**config.mk**
```make
export PLATFORM = sky130hd
export DESIGN_NAME = l1_cache
export DESIGN_NICKNAME = d
export VERILOG_FILES = /design/src/source/cache_pkg.sv /design/src/source/cache_sram.sv /design/src/source/cache_lookup.sv /design/src/source/cache_counters.sv /design/src/source/cache_controller.sv /design/src/source/l1_cache.sv
export SDC_FILE = /design/constraint.sdc
export NUM_CORES = 2
export LEC_CHECK = 0
export BUFFER_PORTS_ARGS = -buffer_cell sky130_fd_sc_hd__buf_2
export CAP_MARGIN = 15
export CORE_MARGIN = 8
export CORE_UTILIZATION = 35
export DETAILED_ROUTE_END_ITERATION = 8
export PLACE_DENSITY_LB_ADDON = 0.15
export SLEW_MARGIN = 25
export SYNTH_ARGS = -nofsm -noshare
export SYNTH_HDL_FRONTEND = slang
export SYNTH_SLANG_ARGS = --single-unit
export TNS_END_PERCENT = 1
```
**constraint.sdc**
```tcl
create_clock -name CLK -period 11.25 [get_ports CLK]
set_input_delay 2.25 -clock CLK [delete_from_list [all_inputs] [get_ports CLK]]
set_output_delay 2.25 -clock CLK [all_outputs]
set_load 0.005 [all_outputs]
```
**src/source/cache_pkg.sv**
```systemverilog
// direct-mapped, 16 sets of two-word blocks; addresses from F000_0000 up bypass the cache
package cache_pkg;

    // geometry
    localparam int WORD_BITS     = 32;
    localparam int BLOCK_WORDS   = 2;
    localparam int N_SETS        = 16;
    localparam int SET_BITS      = 4;
    localparam int WORD_SEL_BITS = 1;
    localparam int TAG_BITS      = WORD_BITS - SET_BITS - WORD_SEL_BITS - 2;

    localparam logic [WORD_BITS-1:0] NONCACHE_START = 32'hF000_0000;

    typedef logic [WORD_BITS-1:0]     word_t;
    typedef logic [TAG_BITS-1:0]      tag_t;
    typedef logic [SET_BITS-1:0]      set_idx_t;
    typedef logic [WORD_SEL_BITS-1:0] word_sel_t;

    // one set, 91 bits
    typedef struct packed {
        logic                        valid;
        logic                        dirty;
        tag_t                        tag;
        word_t [BLOCK_WORDS-1:0]     data;
    } frame_t;

    typedef enum logic [2:0] {
        SWEEP,      // invalidate after reset
        READY,      // hits, pass-through, miss dispatch
        WRITEBACK,  // victim block to memory
        FETCH,      // new block from memory
        FLUSH       // write back dirty frames, invalidate
    } cache_state_t;

endpackage

```
**src/source/cache_sram.sv**
```systemverilog
// one frame per set; read data is registered and shows a same-cycle write (write-first)
`timescale 1ns/100ps

module cache_sram (
    input  logic                CLK,
    input  logic                nRST,
    input  cache_pkg::set_idx_t sel,
    input  logic                wen,
    input  cache_pkg::frame_t   wdata,
    input  cache_pkg::frame_t   wmask,  // 1 keeps the stored bit
    output cache_pkg::frame_t   rdata
);

    cache_pkg::frame_t mem [cache_pkg::N_SETS];
    cache_pkg::frame_t next_frame;

    assign next_frame = (mem[sel] & wmask) | (wdata & ~wmask);

    always_ff @(posedge CLK) begin
        if (wen) begin
            mem[sel] <= next_frame;
        end
        rdata <= wen ? next_frame : mem[sel];  // new frame visible next cycle
    end

    // a write with an unknown set would corrupt an arbitrary frame
    a_sel_known: assert property (
        @(posedge CLK) disable iff (!nRST)
        wen |-> !$isunknown(sel)
    );

endmodule

```
**src/source/cache_lookup.sv**
```systemverilog
// combinational only; frame must be the registered read of req_set to give a valid hit
`timescale 1ns/100ps

module cache_lookup (
    input  cache_pkg::word_t     addr,
    input  cache_pkg::word_t     wdata,
    input  logic [3:0]           byte_en,
    input  cache_pkg::frame_t    frame,
    output logic                 hit,
    output logic                 noncache,
    output cache_pkg::set_idx_t  req_set,
    output cache_pkg::word_sel_t req_word,
    output cache_pkg::word_t     hit_word,
    output cache_pkg::word_t     merged_word,
    output cache_pkg::word_t     lane_word
);

    cache_pkg::tag_t req_tag;

    // tag | set | word | byte
    assign req_tag  = addr[cache_pkg::WORD_BITS-1 -: cache_pkg::TAG_BITS];
    assign req_set  = addr[cache_pkg::WORD_SEL_BITS+2 +: cache_pkg::SET_BITS];
    assign req_word = addr[2 +: cache_pkg::WORD_SEL_BITS];

    assign noncache = addr >= cache_pkg::NONCACHE_START;
    assign hit      = frame.valid && (frame.tag == req_tag) && !noncache;
    assign hit_word = frame.data[req_word];

    // per-lane merge for write hits, zero fill for pass-through writes
    always_comb begin
        for (int i = 0; i < 4; i++) begin
            merged_word[8*i +: 8] = byte_en[i] ? wdata[8*i +: 8] : hit_word[8*i +: 8];
            lane_word[8*i +: 8]   = byte_en[i] ? wdata[8*i +: 8] : 8'h00;
        end
    end

endmodule

```
**src/source/cache_counters.sv**
```systemverilog
// word counter wraps per block; flush index sets flush_finish after the last set until cleared
`timescale 1ns/100ps

module cache_counters (
    input  logic                 CLK,
    input  logic                 nRST,
    input  logic                 word_en,
    input  logic                 word_clr,
    input  logic                 flush_step_word,
    input  logic                 flush_step_set,
    input  logic                 flush_clr,
    output cache_pkg::word_sel_t word_num,
    output cache_pkg::set_idx_t  flush_set,
    output cache_pkg::word_sel_t flush_word,
    output logic                 flush_finish
);

    logic next_set;

    // leave the set on a skip or after its last word
    assign next_set = flush_step_set ||
        (flush_step_word &&
         flush_word == cache_pkg::word_sel_t'(cache_pkg::BLOCK_WORDS - 1));

    always_ff @(posedge CLK, negedge nRST) begin
        if (!nRST) begin
            word_num <= '0;
        end else if (word_clr) begin
            word_num <= '0;
        end else if (word_en) begin
            word_num <= word_num + 1'b1;
        end
    end

    always_ff @(posedge CLK, negedge nRST) begin
        if (!nRST) begin
            flush_set    <= '0;
            flush_word   <= '0;
            flush_finish <= 1'b0;
        end else if (flush_clr) begin
            flush_set    <= '0;
            flush_word   <= '0;
            flush_finish <= 1'b0;
        end else if (next_set) begin
            flush_word <= '0;
            flush_set  <= flush_set + 1'b1;  // wraps to set 0
            if (flush_set == cache_pkg::set_idx_t'(cache_pkg::N_SETS - 1))
                flush_finish <= 1'b1;
        end else if (flush_step_word) begin
            flush_word <= flush_word + 1'b1;
        end
    end

    a_finish_after_step: assert property (
        @(posedge CLK) disable iff (!nRST)
        $rose(flush_finish) |-> $past(flush_step_word || flush_step_set)
    );

endmodule

```
**src/source/cache_controller.sv**
```systemverilog
// processor must hold its request until busy falls; a flush waits for any pass-through in flight
`timescale 1ns/100ps

module cache_controller (
    input  logic                 CLK,
    input  logic                 nRST,
    input  logic                 ren,
    input  logic                 wen,
    input  logic                 flush,
    input  cache_pkg::word_t     addr,
    input  cache_pkg::word_t     wdata,
    input  logic [3:0]           byte_en,
    input  logic                 hit,
    input  logic                 noncache,
    input  cache_pkg::set_idx_t  req_set,
    input  cache_pkg::word_sel_t req_word,
    input  cache_pkg::word_t     hit_word,
    input  cache_pkg::word_t     merged_word,
    input  cache_pkg::word_t     lane_word,
    input  cache_pkg::frame_t    sram_rdata,
    input  cache_pkg::word_t     mem_rdata,
    input  logic                 mem_busy,
    input  cache_pkg::word_sel_t word_num,
    input  cache_pkg::set_idx_t  flush_set,
    input  cache_pkg::word_sel_t flush_word,
    input  logic                 flush_finish,
    output cache_pkg::set_idx_t  sram_sel,
    output logic                 sram_wen,
    output cache_pkg::frame_t    sram_wdata,
    output cache_pkg::frame_t    sram_wmask,
    output logic                 word_en,
    output logic                 word_clr,
    output logic                 flush_step_word,
    output logic                 flush_step_set,
    output logic                 flush_clr,
    output cache_pkg::word_t     mem_addr,
    output cache_pkg::word_t     mem_wdata,
    output logic                 mem_ren,
    output logic                 mem_wen,
    output logic [3:0]           mem_byte_en,
    output cache_pkg::word_t     rdata,
    output logic                 busy,
    output logic                 flush_done
);

    cache_pkg::cache_state_t state, next_state;
    logic             flush_req, go_flush;
    logic             rd_ok, rd_ok_n;       // array read matches sram_sel
    cache_pkg::word_t blk_addr, blk_addr_n; // block base for WB/FETCH
    cache_pkg::word_t xfer_addr;
    logic             req, word_last, flush_last;

    assign req        = ren || wen;
    assign word_last  = word_num == cache_pkg::word_sel_t'(cache_pkg::BLOCK_WORDS - 1);
    assign flush_last = flush_word == cache_pkg::word_sel_t'(cache_pkg::BLOCK_WORDS - 1);
    assign xfer_addr  = {blk_addr[cache_pkg::WORD_BITS-1:cache_pkg::WORD_SEL_BITS+2],
                         word_num, 2'b00};
    assign sram_sel   = (state == cache_pkg::SWEEP || state == cache_pkg::FLUSH) ?
                        flush_set : req_set;

    always_ff @(posedge CLK, negedge nRST) begin
        if (!nRST) begin
            state     <= cache_pkg::SWEEP;
            flush_req <= 1'b0;
            rd_ok     <= 1'b0;
        end else begin
            state     <= next_state;
            flush_req <= (flush_req || flush) && !go_flush;  // hold pulse until taken
            rd_ok     <= rd_ok_n;
        end
    end

    always_ff @(posedge CLK) begin
        blk_addr <= blk_addr_n;
    end

    always_comb begin
        next_state      = state;
        go_flush        = 1'b0;
        rd_ok_n         = rd_ok;
        blk_addr_n      = blk_addr;
        sram_wen        = 1'b0;
        sram_wdata      = '0;
        sram_wmask      = '1;
        word_en         = 1'b0;
        word_clr        = 1'b0;
        flush_step_word = 1'b0;
        flush_step_set  = 1'b0;
        flush_clr       = 1'b0;
        mem_addr        = addr;
        mem_wdata       = wdata;   // bus idles with processor data
        mem_ren         = 1'b0;
        mem_wen         = 1'b0;
        mem_byte_en     = '1;      // full words for block transfers
        rdata           = hit_word;
        busy            = 1'b1;
        flush_done      = 1'b0;

        case (state)
            cache_pkg::SWEEP: begin
                sram_wen       = 1'b1;
                sram_wmask     = '0;   // zero whole frame
                flush_step_set = 1'b1;
                if (flush_finish) begin
                    flush_clr  = 1'b1;
                    next_state = cache_pkg::READY;
                end
            end
            cache_pkg::READY: begin
                if (req && noncache) begin
                    mem_ren     = ren && !wen;
                    mem_wen     = wen;
                    mem_wdata   = lane_word;
                    mem_byte_en = byte_en;
                    busy        = mem_busy;
                    rdata       = mem_rdata;
                end else if (flush || flush_req) begin
                    go_flush   = 1'b1;
                    rd_ok_n    = 1'b0;
                    next_state = cache_pkg::FLUSH;
                end else if (req && !rd_ok) begin
                    rd_ok_n = 1'b1;  // first cycle, set read in flight
                end else if (req && hit) begin
                    busy    = 1'b0;
                    rd_ok_n = 1'b0;
                    if (wen) begin
                        sram_wen                   = 1'b1;
                        sram_wdata.dirty           = 1'b1;
                        sram_wdata.data[req_word]  = merged_word;
                        sram_wmask.dirty           = 1'b0;
                        sram_wmask.data[req_word]  = '0;
                    end
                end else if (req) begin
                    if (sram_rdata.valid && sram_rdata.dirty) begin
                        blk_addr_n = {sram_rdata.tag, req_set,
                                      {(cache_pkg::WORD_SEL_BITS + 2){1'b0}}};
                        next_state = cache_pkg::WRITEBACK;
                    end else begin
                        blk_addr_n = {addr[cache_pkg::WORD_BITS-1:cache_pkg::WORD_SEL_BITS+2],
                                      {(cache_pkg::WORD_SEL_BITS + 2){1'b0}}};
                        next_state = cache_pkg::FETCH;
                    end
                end
            end
            cache_pkg::WRITEBACK: begin
                mem_wen   = 1'b1;
                mem_addr  = xfer_addr;
                mem_wdata = sram_rdata.data[word_num];
                if (!mem_busy) begin
                    word_en = 1'b1;
                    if (word_last) begin
                        word_clr   = 1'b1;
                        blk_addr_n = {addr[cache_pkg::WORD_BITS-1:cache_pkg::WORD_SEL_BITS+2],
                                      {(cache_pkg::WORD_SEL_BITS + 2){1'b0}}};
                        next_state = cache_pkg::FETCH;
                    end
                end
            end
            cache_pkg::FETCH: begin
                mem_ren  = 1'b1;
                mem_addr = xfer_addr;
                if (!mem_busy) begin
                    sram_wen                  = 1'b1;
                    word_en                   = 1'b1;
                    sram_wdata.data[word_num] = mem_rdata;
                    sram_wmask.data[word_num] = '0;
                    if (word_last) begin  // tag and valid with the last word, dirty cleared
                        word_clr         = 1'b1;
                        sram_wdata.valid = 1'b1;
                        sram_wdata.tag   = blk_addr[cache_pkg::WORD_BITS-1 -: cache_pkg::TAG_BITS];
                        sram_wmask.valid = 1'b0;
                        sram_wmask.dirty = 1'b0;
                        sram_wmask.tag   = '0;
                        next_state       = cache_pkg::READY;
                    end
                end
            end
            cache_pkg::FLUSH: begin
                if (flush_finish) begin
                    flush_clr  = 1'b1;
                    flush_done = 1'b1;
                    next_state = cache_pkg::READY;
                end else if (!rd_ok) begin
                    rd_ok_n = 1'b1;
                end else if (sram_rdata.valid && sram_rdata.dirty) begin
                    mem_wen   = 1'b1;
                    mem_addr  = {sram_rdata.tag, flush_set, flush_word, 2'b00};
                    mem_wdata = sram_rdata.data[flush_word];
                    if (!mem_busy) begin
                        flush_step_word = 1'b1;
                        if (flush_last) begin
                            sram_wen   = 1'b1;
                            sram_wmask = '0;
                            rd_ok_n    = 1'b0;  // moving to next set
                        end
                    end
                end else begin
                    sram_wen       = 1'b1;  // clean or invalid, just clear
                    sram_wmask     = '0;
                    flush_step_set = 1'b1;
                    rd_ok_n        = 1'b0;
                end
            end
            default: next_state = cache_pkg::READY;
        endcase
    end

    a_one_strobe: assert property (
        @(posedge CLK) disable iff (!nRST)
        !(mem_ren && mem_wen)
    );

endmodule

```
**src/source/l1_cache.sv**
```systemverilog
// write-back, write-allocate direct-mapped L1; request and memory access held until busy falls
`timescale 1ns/100ps

module l1_cache (
    input  logic             CLK,
    input  logic             nRST,
    input  cache_pkg::word_t addr,
    input  cache_pkg::word_t wdata,
    input  logic             ren,
    input  logic             wen,
    input  logic [3:0]       byte_en,
    output cache_pkg::word_t rdata,
    output logic             busy,
    output cache_pkg::word_t mem_addr,
    output cache_pkg::word_t mem_wdata,
    output logic             mem_ren,
    output logic             mem_wen,
    output logic [3:0]       mem_byte_en,
    input  cache_pkg::word_t mem_rdata,
    input  logic             mem_busy,
    input  logic             flush,
    output logic             flush_done
);

    // array
    cache_pkg::set_idx_t  sram_sel;
    logic                 sram_wen;
    cache_pkg::frame_t    sram_wdata, sram_wmask, sram_rdata;
    // lookup results
    logic                 hit, noncache;
    cache_pkg::set_idx_t  req_set;
    cache_pkg::word_sel_t req_word;
    cache_pkg::word_t     hit_word, merged_word, lane_word;
    // counters
    logic                 word_en, word_clr, flush_step_word, flush_step_set, flush_clr;
    cache_pkg::word_sel_t word_num, flush_word;
    cache_pkg::set_idx_t  flush_set;
    logic                 flush_finish;

    cache_sram u_sram (
        .CLK, .nRST, .sel(sram_sel), .wen(sram_wen),
        .wdata(sram_wdata), .wmask(sram_wmask), .rdata(sram_rdata)
    );

    cache_lookup u_lookup (
        .addr, .wdata, .byte_en, .frame(sram_rdata),
        .hit, .noncache, .req_set, .req_word,
        .hit_word, .merged_word, .lane_word
    );

    cache_counters u_counters (
        .CLK, .nRST, .word_en, .word_clr, .flush_step_word, .flush_step_set, .flush_clr,
        .word_num, .flush_set, .flush_word, .flush_finish
    );

    cache_controller u_ctrl (
        .CLK, .nRST, .ren, .wen, .flush, .addr, .wdata, .byte_en,
        .hit, .noncache, .req_set, .req_word, .hit_word, .merged_word, .lane_word,
        .sram_rdata, .mem_rdata, .mem_busy,
        .word_num, .flush_set, .flush_word, .flush_finish,
        .sram_sel, .sram_wen, .sram_wdata, .sram_wmask,
        .word_en, .word_clr, .flush_step_word, .flush_step_set, .flush_clr,
        .mem_addr, .mem_wdata, .mem_ren, .mem_wen, .mem_byte_en,
        .rdata, .busy, .flush_done
    );

endmodule

```
After elaboration in Yosys (flattened, before gate mapping)
Memories as Yosys holds them, arrays and structs flattened.
Cells that the tools add are included.
Widths: inputs -> output; s select.
{"block": "classes", "n_addsub": 3, "n_lt_le_gt_ge": 6, "eq_ne": 21, "mux": 150, "n_bitwise": 8, "n_reduce_logical": 32}
{"cell": "$mux 32", "count": 25}
{"cell": "$mux 64", "count": 10}
{"cell": "$mux 91", "count": 7}
{"cell": "$pmux 64 s4", "count": 1}
{"cell": "$and 91x91->91", "count": 2}
{"cell": "$and 64x64->64", "count": 2}
{"cell": "$not 64->64", "count": 2}
{"cell": "$pmux 32 s2", "count": 2}
{"cell": "$pmux 64 s2", "count": 1}
{"cell": "$pmux 32 s3", "count": 1}
{"cell": "$not 91->91", "count": 1}
{"cell": "$or 91x91->91", "count": 1}
{"cell": "$mux 89", "count": 1}
{"cell": "$pmux 25 s3", "count": 1}
{"cell": "$mux 1", "count": 65}
{"cell": "$demux 32 s1", "count": 2}
{"cell": "$mux 8", "count": 8}
{"cell": "$mux 25", "count": 2}
{"cell": "$ge 32x32->1 const B", "count": 1}
{"cell": "$mux 3", "count": 10}
{"cell": "$mux 27", "count": 1}
{"cell": "$eq 25x25->1", "count": 1}
{"cell": "$mux 4", "count": 5}
{"cell": "$ne 2x2->1 const B", "count": 9}
{"cell": "other kinds (27)", "count": 59}
{"block": "totals", "regBits": 135, "ram_bits": 1456, "in_bits": 106, "output_inout_bits": 104, "n_memories": 1}
{"name": "u_sram.mem", "depth": 16, "width": 91, "rd": 1, "rd_clocked_by_memory_dff": 0, "wr": 1, "line_no": "cache_sram.sv:14", "text": "cache_pkg::frame_t mem [cache_pkg::N_SETS];"}

Depth between registers and ports, before layout
{"block": "logic_depth", "ltp_word": 15, "ltp_mapped": 10, "depth_no_buf": 6}

Modules after synthesis
A second synthesis with hierarchy kept.
{"block": "unflattened", "cells_unflattened": 4032, "area_unflattened_um2": 67390.9}
{"mod": "cache_sram", "instances": 1, "cells_per_inst": 3204, "area_per_inst_um2": 59915.0, "seq_area_each_um2": 45543.7}
{"mod": "cache_controller", "instances": 1, "cells_per_inst": 653, "area_per_inst_um2": 5695.5, "seq_area_each_um2": 996.0}
{"mod": "cache_lookup", "instances": 1, "cells_per_inst": 148, "area_per_inst_um2": 1461.4, "seq_area_each_um2": 0.0}
{"mod": "cache_counters", "instances": 1, "cells_per_inst": 27, "area_per_inst_um2": 319.1, "seq_area_each_um2": 175.2}

Worst setup path after synthesis
No wires, ideal clock.
{"block": "synth_timing", "path_kind": "input to register", "startpoint": "input port addr[13]", "endpoint": "memory u_sram.mem[2][0] (netlist name) (enable)", "setup_time_ps": 653, "t_arrival_ps": 9825, "required_time_ps": 10597, "setup_slack_ps": 772, "cell_stages": 7, "n_path_buf": 1, "path_cell_list": "xor2_1 nor4_1 nand3_2 nor3_4 a211oi_2 clkbuf_1 nor3_1"}
{"block": "synth_via", "elab_chain_len": 11, "word_cells_on_any_way": 14, "cone_classes": "order compare (1); eq/ne (1); mux (7); reduce/logical (5)"}
{"element": "from (decl)", "line_no": "l1_cache.sv:7", "text": "input cache_pkg::word_t addr,"}
{"element": "$ge 32x32->1 or $eq 25x25->1 (tied branches)", "line_no": "cache_lookup.sv:25, cache_lookup.sv:26"}
{"element": "$logic_not 1->1 or $logic_and 1x1->1 (tied branches)", "line_no": "cache_lookup.sv:26", "text": "assign hit = frame.valid && (frame.tag == req_tag) && !noncache;"}
{"element": "$logic_and 1x1->1", "line_no": "cache_lookup.sv:26"}
{"element": "$logic_and 1x1->1", "line_no": "cache_controller.sv:123", "text": "end else if (req && hit) begin"}
{"element": "$mux 1", "line_no": "cache_controller.sv:123"}
{"element": "$mux 1", "line_no": "cache_controller.sv:121", "text": "end else if (req && !rd_ok) begin"}
{"element": "$mux 1", "line_no": "cache_controller.sv:117", "text": "end else if (flush || flush_req) begin"}
{"element": "$mux 1 *", "line_no": "cache_controller.sv:110", "text": "if (req && noncache) begin"}
{"element": "$pmux 1 s4 *", "line_no": "cache_controller.sv:99", "text": "case (state)"}
{"element": "$mux 1 *", "line_no": "cache_sram.sv:20", "text": "if (wen) begin"}
{"element": "$mux 1 (implied by the code) *", "line_no": "cache_sram.sv:21", "text": "mem[sel] <= next_frame;"}
{"element": "to (decl)", "line_no": "cache_sram.sv:14"}
Every way passes the cells marked *; elsewhere a longest branch is shown, timed or not.

Worst setup path after layout
{"block": "layout_timing", "startpoint": "input port addr[26]", "endpoint": "output port busy"}
{"block": "layout_via", "elab_chain_len": 9, "word_cells_on_any_way": 12, "cone_classes": "order compare (1); eq/ne (1); mux (5); reduce/logical (5)"}
{"element": "$ge 32x32->1 or $eq 25x25->1 (tied branches)", "line_no": "cache_lookup.sv:25, cache_lookup.sv:26"}
{"element": "$logic_not 1->1 or $logic_and 1x1->1 (tied branches)", "line_no": "cache_lookup.sv:26"}
{"element": "$logic_and 1x1->1", "line_no": "cache_lookup.sv:26"}
{"element": "$logic_and 1x1->1", "line_no": "cache_controller.sv:123"}
{"element": "$mux 1", "line_no": "cache_controller.sv:123"}
{"element": "$mux 1", "line_no": "cache_controller.sv:121"}
{"element": "$mux 1", "line_no": "cache_controller.sv:117"}
{"element": "$mux 1 *", "line_no": "cache_controller.sv:110"}
{"element": "$mux 1 *", "line_no": "cache_controller.sv:99"}
{"element": "to (decl)", "line_no": "l1_cache.sv:13", "text": "output logic busy,"}
Marks and branches as above.

==> metrics.md <==
| Metric | Value |
|---|---|
| Status | `finished clean` |
| Yosys warns | `0` |
| Pwr/cell area | `around 270 nW/um^2` |
| Area leader, netlist | `edfxtp_1` |
| Drt first pass iters | `5` |
| Die Area | `188,000 um^2` |
| Die Width | `between 400 and 500 um` |
| Synth async-reset ratio | `0.00756` |
| CP Data Required Time | `~9000 ps` |
| Max Freq | `around 140 MHz` |
| Mapped Nets | `4,058` |
| Worst rel slew slack | `0.283` |
| Tot Pwr | `approximately 19 mW` |
| Initial core utilization | `0.352` |
| CTS max path bufs | `3` |
| Switching power | `6.24 mW` |
| Initial detailed-routing violation count | `between 3,000 and 4,000` |
| Critical Path AT | `approximately 5000 ps` |
| Global-route wire length before repair | `approximately 280,000 um` |
| Placer Congestion | `between 0.8 and 0.9` |
| Ports | `between 200 and 250` |
| Sequential share of the synthesized area | `0.763` |
| Input/output buffers | `209` |
| Detail Placement HPWL | `slightly above 100,000 um` |
| WS Path Type | `in2out` |
| Clk_lat worst skew | `roughly 790 ps` |
| Static Leak | `between 20 and 25 nW` |
| DR WL/cell | `29.5 um` |
| Vias in the first global route | `37,400` |
| Clock sinks | `roughly 1,600` |
| CTS tree | `built` |
| Congestion Overflow GR | `0` |
| Fin worst setup slack | `just under 4000 ps` |
| HP Start | `u_ctrl.blk_addr[23]` |
| NumNets Final | `4,229` |
| Final Hold Vio Count | `0` |
| GRT Resource Usage Total | `0.200` |
| Layout cells sized above 1 | `0.152` |
| R2r setup slk | `between 6000 and 7000 ps` |
| CTS Root Buffer Type | `clkbuf_16` |
| Final Cycle Share | `0.646` |
| Hold depth | `2` |
| Slew at the pin with the worst max-slew slack | `~1100 ps` |
| CORE AREA | `174,000 um^2` |
| Antenna violations before repair | `13` |
| Int Power | `between 10 and 15 mW` |
| Max FO, Critical Path | `11` |
| Reg-to-reg startpoint | `u_ctrl.state[1]` |
| Clock share of power | `0.278` |
| Post-Synthesis Cells | `around 4,000` |
| Peak VDD IR | `0.155 mV` |
| Final setup fails | `0` |
| RSZ-0062 raised after global routing | `false` |
| Via density | `about 5.7` |
| Htree depth | `4` |
| Area occupied by registers | `46,700 um^2` |
| Hold Path Sink | `u_sram.rdata[80]` |
| Number of synthesized flops with an enable pin | `approximately 1,500` |
| Row cnt | `about 150` |
| Cts hold-fix bufs | `0` |
| #FFs+latches synth | `about 1,600` |
| Num CTS Buffers | `about 160` |
| Final setup skew | `23.2 ps` |
| Max Slew Vio Count | `0` |
| Final worst path period need | `7270 ps` |
| Filler Cells Inserted | `16,100` |
| Post-CTS setup buffers | `0` |
| Synth Flop Type | `edfxtp_1` |
| Die H | `434 um` |
| Clock transition at the registers of the reported paths | `about 60 ps` |
| Comb pwr share | `0.265` |
| Area growth syn-to-layout | `14.9%` |
| Reg2reg path depth | `8` |
| Sequential power share | `0.457` |
| Vias after detailed routing | `about 38,000` |
| Pre-CTS setup slack | `3750 ps` |
| Worst Setup End Kind | `primary output` |
| HP Class | `reg2reg` |
| Syn Area/Cell | `roughly 15 um^2` |
| Startpoint Class | `input port` |
| Setup_tns | `0 ps` |
| Multi-input combinational cell area | `between 10,000 and 15,000 um^2` |
| Netlist Area Pre-Place | `roughly 61,000 um^2` |
| Routed Wire Length | `195,000 um` |
| Sw Share | `0.335` |
| Synth top area cells | `edfxtp_1 (73%), a22oi_1 (9.8%), a21oi_1 (3.3%), dfxtp_1 (3.0%), nand2_1 (1.2%)` |
| Resized cells post-CTS | `0` |
| Largest net degree at the start of global routing | `about 150` |
| Yosys top cell area share | `0.729` |
| Worst reg2reg path endpoint | `u_sram.mem[13][34]` |
| Unique masters post-synth | `63` |
| DRC Markers | `0` |
| Max-cap violation count | `0` |
| Final ANT Viol Nets | `0` |
-- cell type report --
type,count,share of cell area
inverter,39,0.00208
clock inverter,81,0.00778
tap,2325,0.0414
multi-input combinational,2025,0.192
antenna,8,0.000285
sequential,1588,0.665
timing repair buffer,304,0.0281
clock buffer,221,0.0643
-- layer usage --
| metal | up-vias | wire, um | track usage |
|---|---|---|---|
| met4 | 0 | 5430 | 0.0629 |
| li1 | 16500 | - | - |
| met5 | - | 0 | 0 |
| met1 | 19500 | 85700 | 0.278 |
| met3 | 255 | 11700 | 0.0314 |
| met2 | 1350 | 91700 | 0.325 |
-- Yosys cell counts, types with 11 or more instances --
master / instances
a21oi_1: 409
a22oi_1: 798
a32oi_1: 28
buf_1: 12
buf_2: 132
buf_4: 11
clkbuf_1: 142
dfrtp_1: 12
dfxtp_1: 91
edfxtp_1: 1485
inv_1: 39
mux2_2: 26
mux2i_1: 32
nand2_1: 190
nor2_1: 50
nor3_1: 22
nor4_1: 98
o21ai_0: 74
o21ai_1: 123
o221ai_1: 56
xor2_1: 22
-- power by group through the flow --
stage / sequential, mW / clock (mW) / combinational (mW)
finish: 8.52 / 5.17 / 4.94
global placement: 8.64 / 0 / 4.81
global route: 8.56 / 5.49 / 5.35
detailed placement: 8.65 / 0 / 4.87
CTS: 8.53 / 5.27 / 4.88
floorplan: 8.57 / 0 / 2.89
-- cell families (layout without fill, tap and decap cells) --
family          count (synthesis)  after routing  synth area share
xor+xnor                       29             29           0.00415
fa+ha+maj                       1              1          0.000204
flops                        1588           1588             0.763
other cells                     0              8                 0
buf+inv                       338            645            0.0244
mux                            58             58            0.0100
simple gates                  419            419            0.0338
compound gates               1518           1518             0.164
-- flip-flops by register name, indices dropped and copies added (netlist names), 3 cells and up --
| name | cells |
|---|---|
| u_sram.mem | 1456 |
| u_sram.rdata | 91 |
| u_ctrl.blk_addr | 29 |
| u_counters.flush_set | 4 |
| u_ctrl.state | 3 |
-- how the worst max path moves through the flow --
stage / from / to / slack (ps) / depth (start not counted)
after floorplan: addr[13] / u_sram.mem[2][0] / 770 / 7
after global placement: addr[26] / busy / 3760 / 7
after detailed placement: addr[26] / busy / 3750 / 7
after CTS: addr[26] / busy / 3740 / 7
after global routing: addr[26] / busy / 3660 / 7
final: addr[26] / busy / 3980 / 7
-- worst max-delay path, stage by stage --
cell,delay (ps)
buf_2,110
xor2_1,210
nor4_1,800
nand2_1,620
nor4_1,430
o21ai_0,340
buf_2,250
-- cells in the final DEF (no fill, tap or decap), types with 12 or more instances in the layout --
cell,netlist,final
o21ai_2,2,17
edfxtp_1,1485,1485
clkinv_2,0,26
nand2_1,190,189
a22oi_1,798,798
buf_2,132,208
buf_12,0,12
nor2_1,50,48
inv_1,39,39
o221ai_1,56,29
clkbuf_1,142,41
mux2_2,26,26
clkbuf_16,0,168
xor2_1,22,22
mux2i_1,32,32
buf_4,11,80
clkinv_1,0,39
clkbuf_8,0,12
dfrtp_1,12,12
nor4_1,98,96
a21oi_1,409,408
o21ai_0,74,74
o221ai_2,0,27
nor3_2,1,18
a32oi_1,28,28
o21ai_1,123,105
dfxtp_1,91,91
-- through the flow --
step                instances  hold slack (ps)  utilization  area [um^2]
finish                   6591              508        0.404        70300
floorplan                3951              467            -        61200
global placement         6277              482        0.373        64900
global route             6586              522        0.404        70300
detailed placement       6280              490        0.374        65000
CTS                      6582              511        0.403        70000
Note: power is estimated with default switching activity, not from simulation.
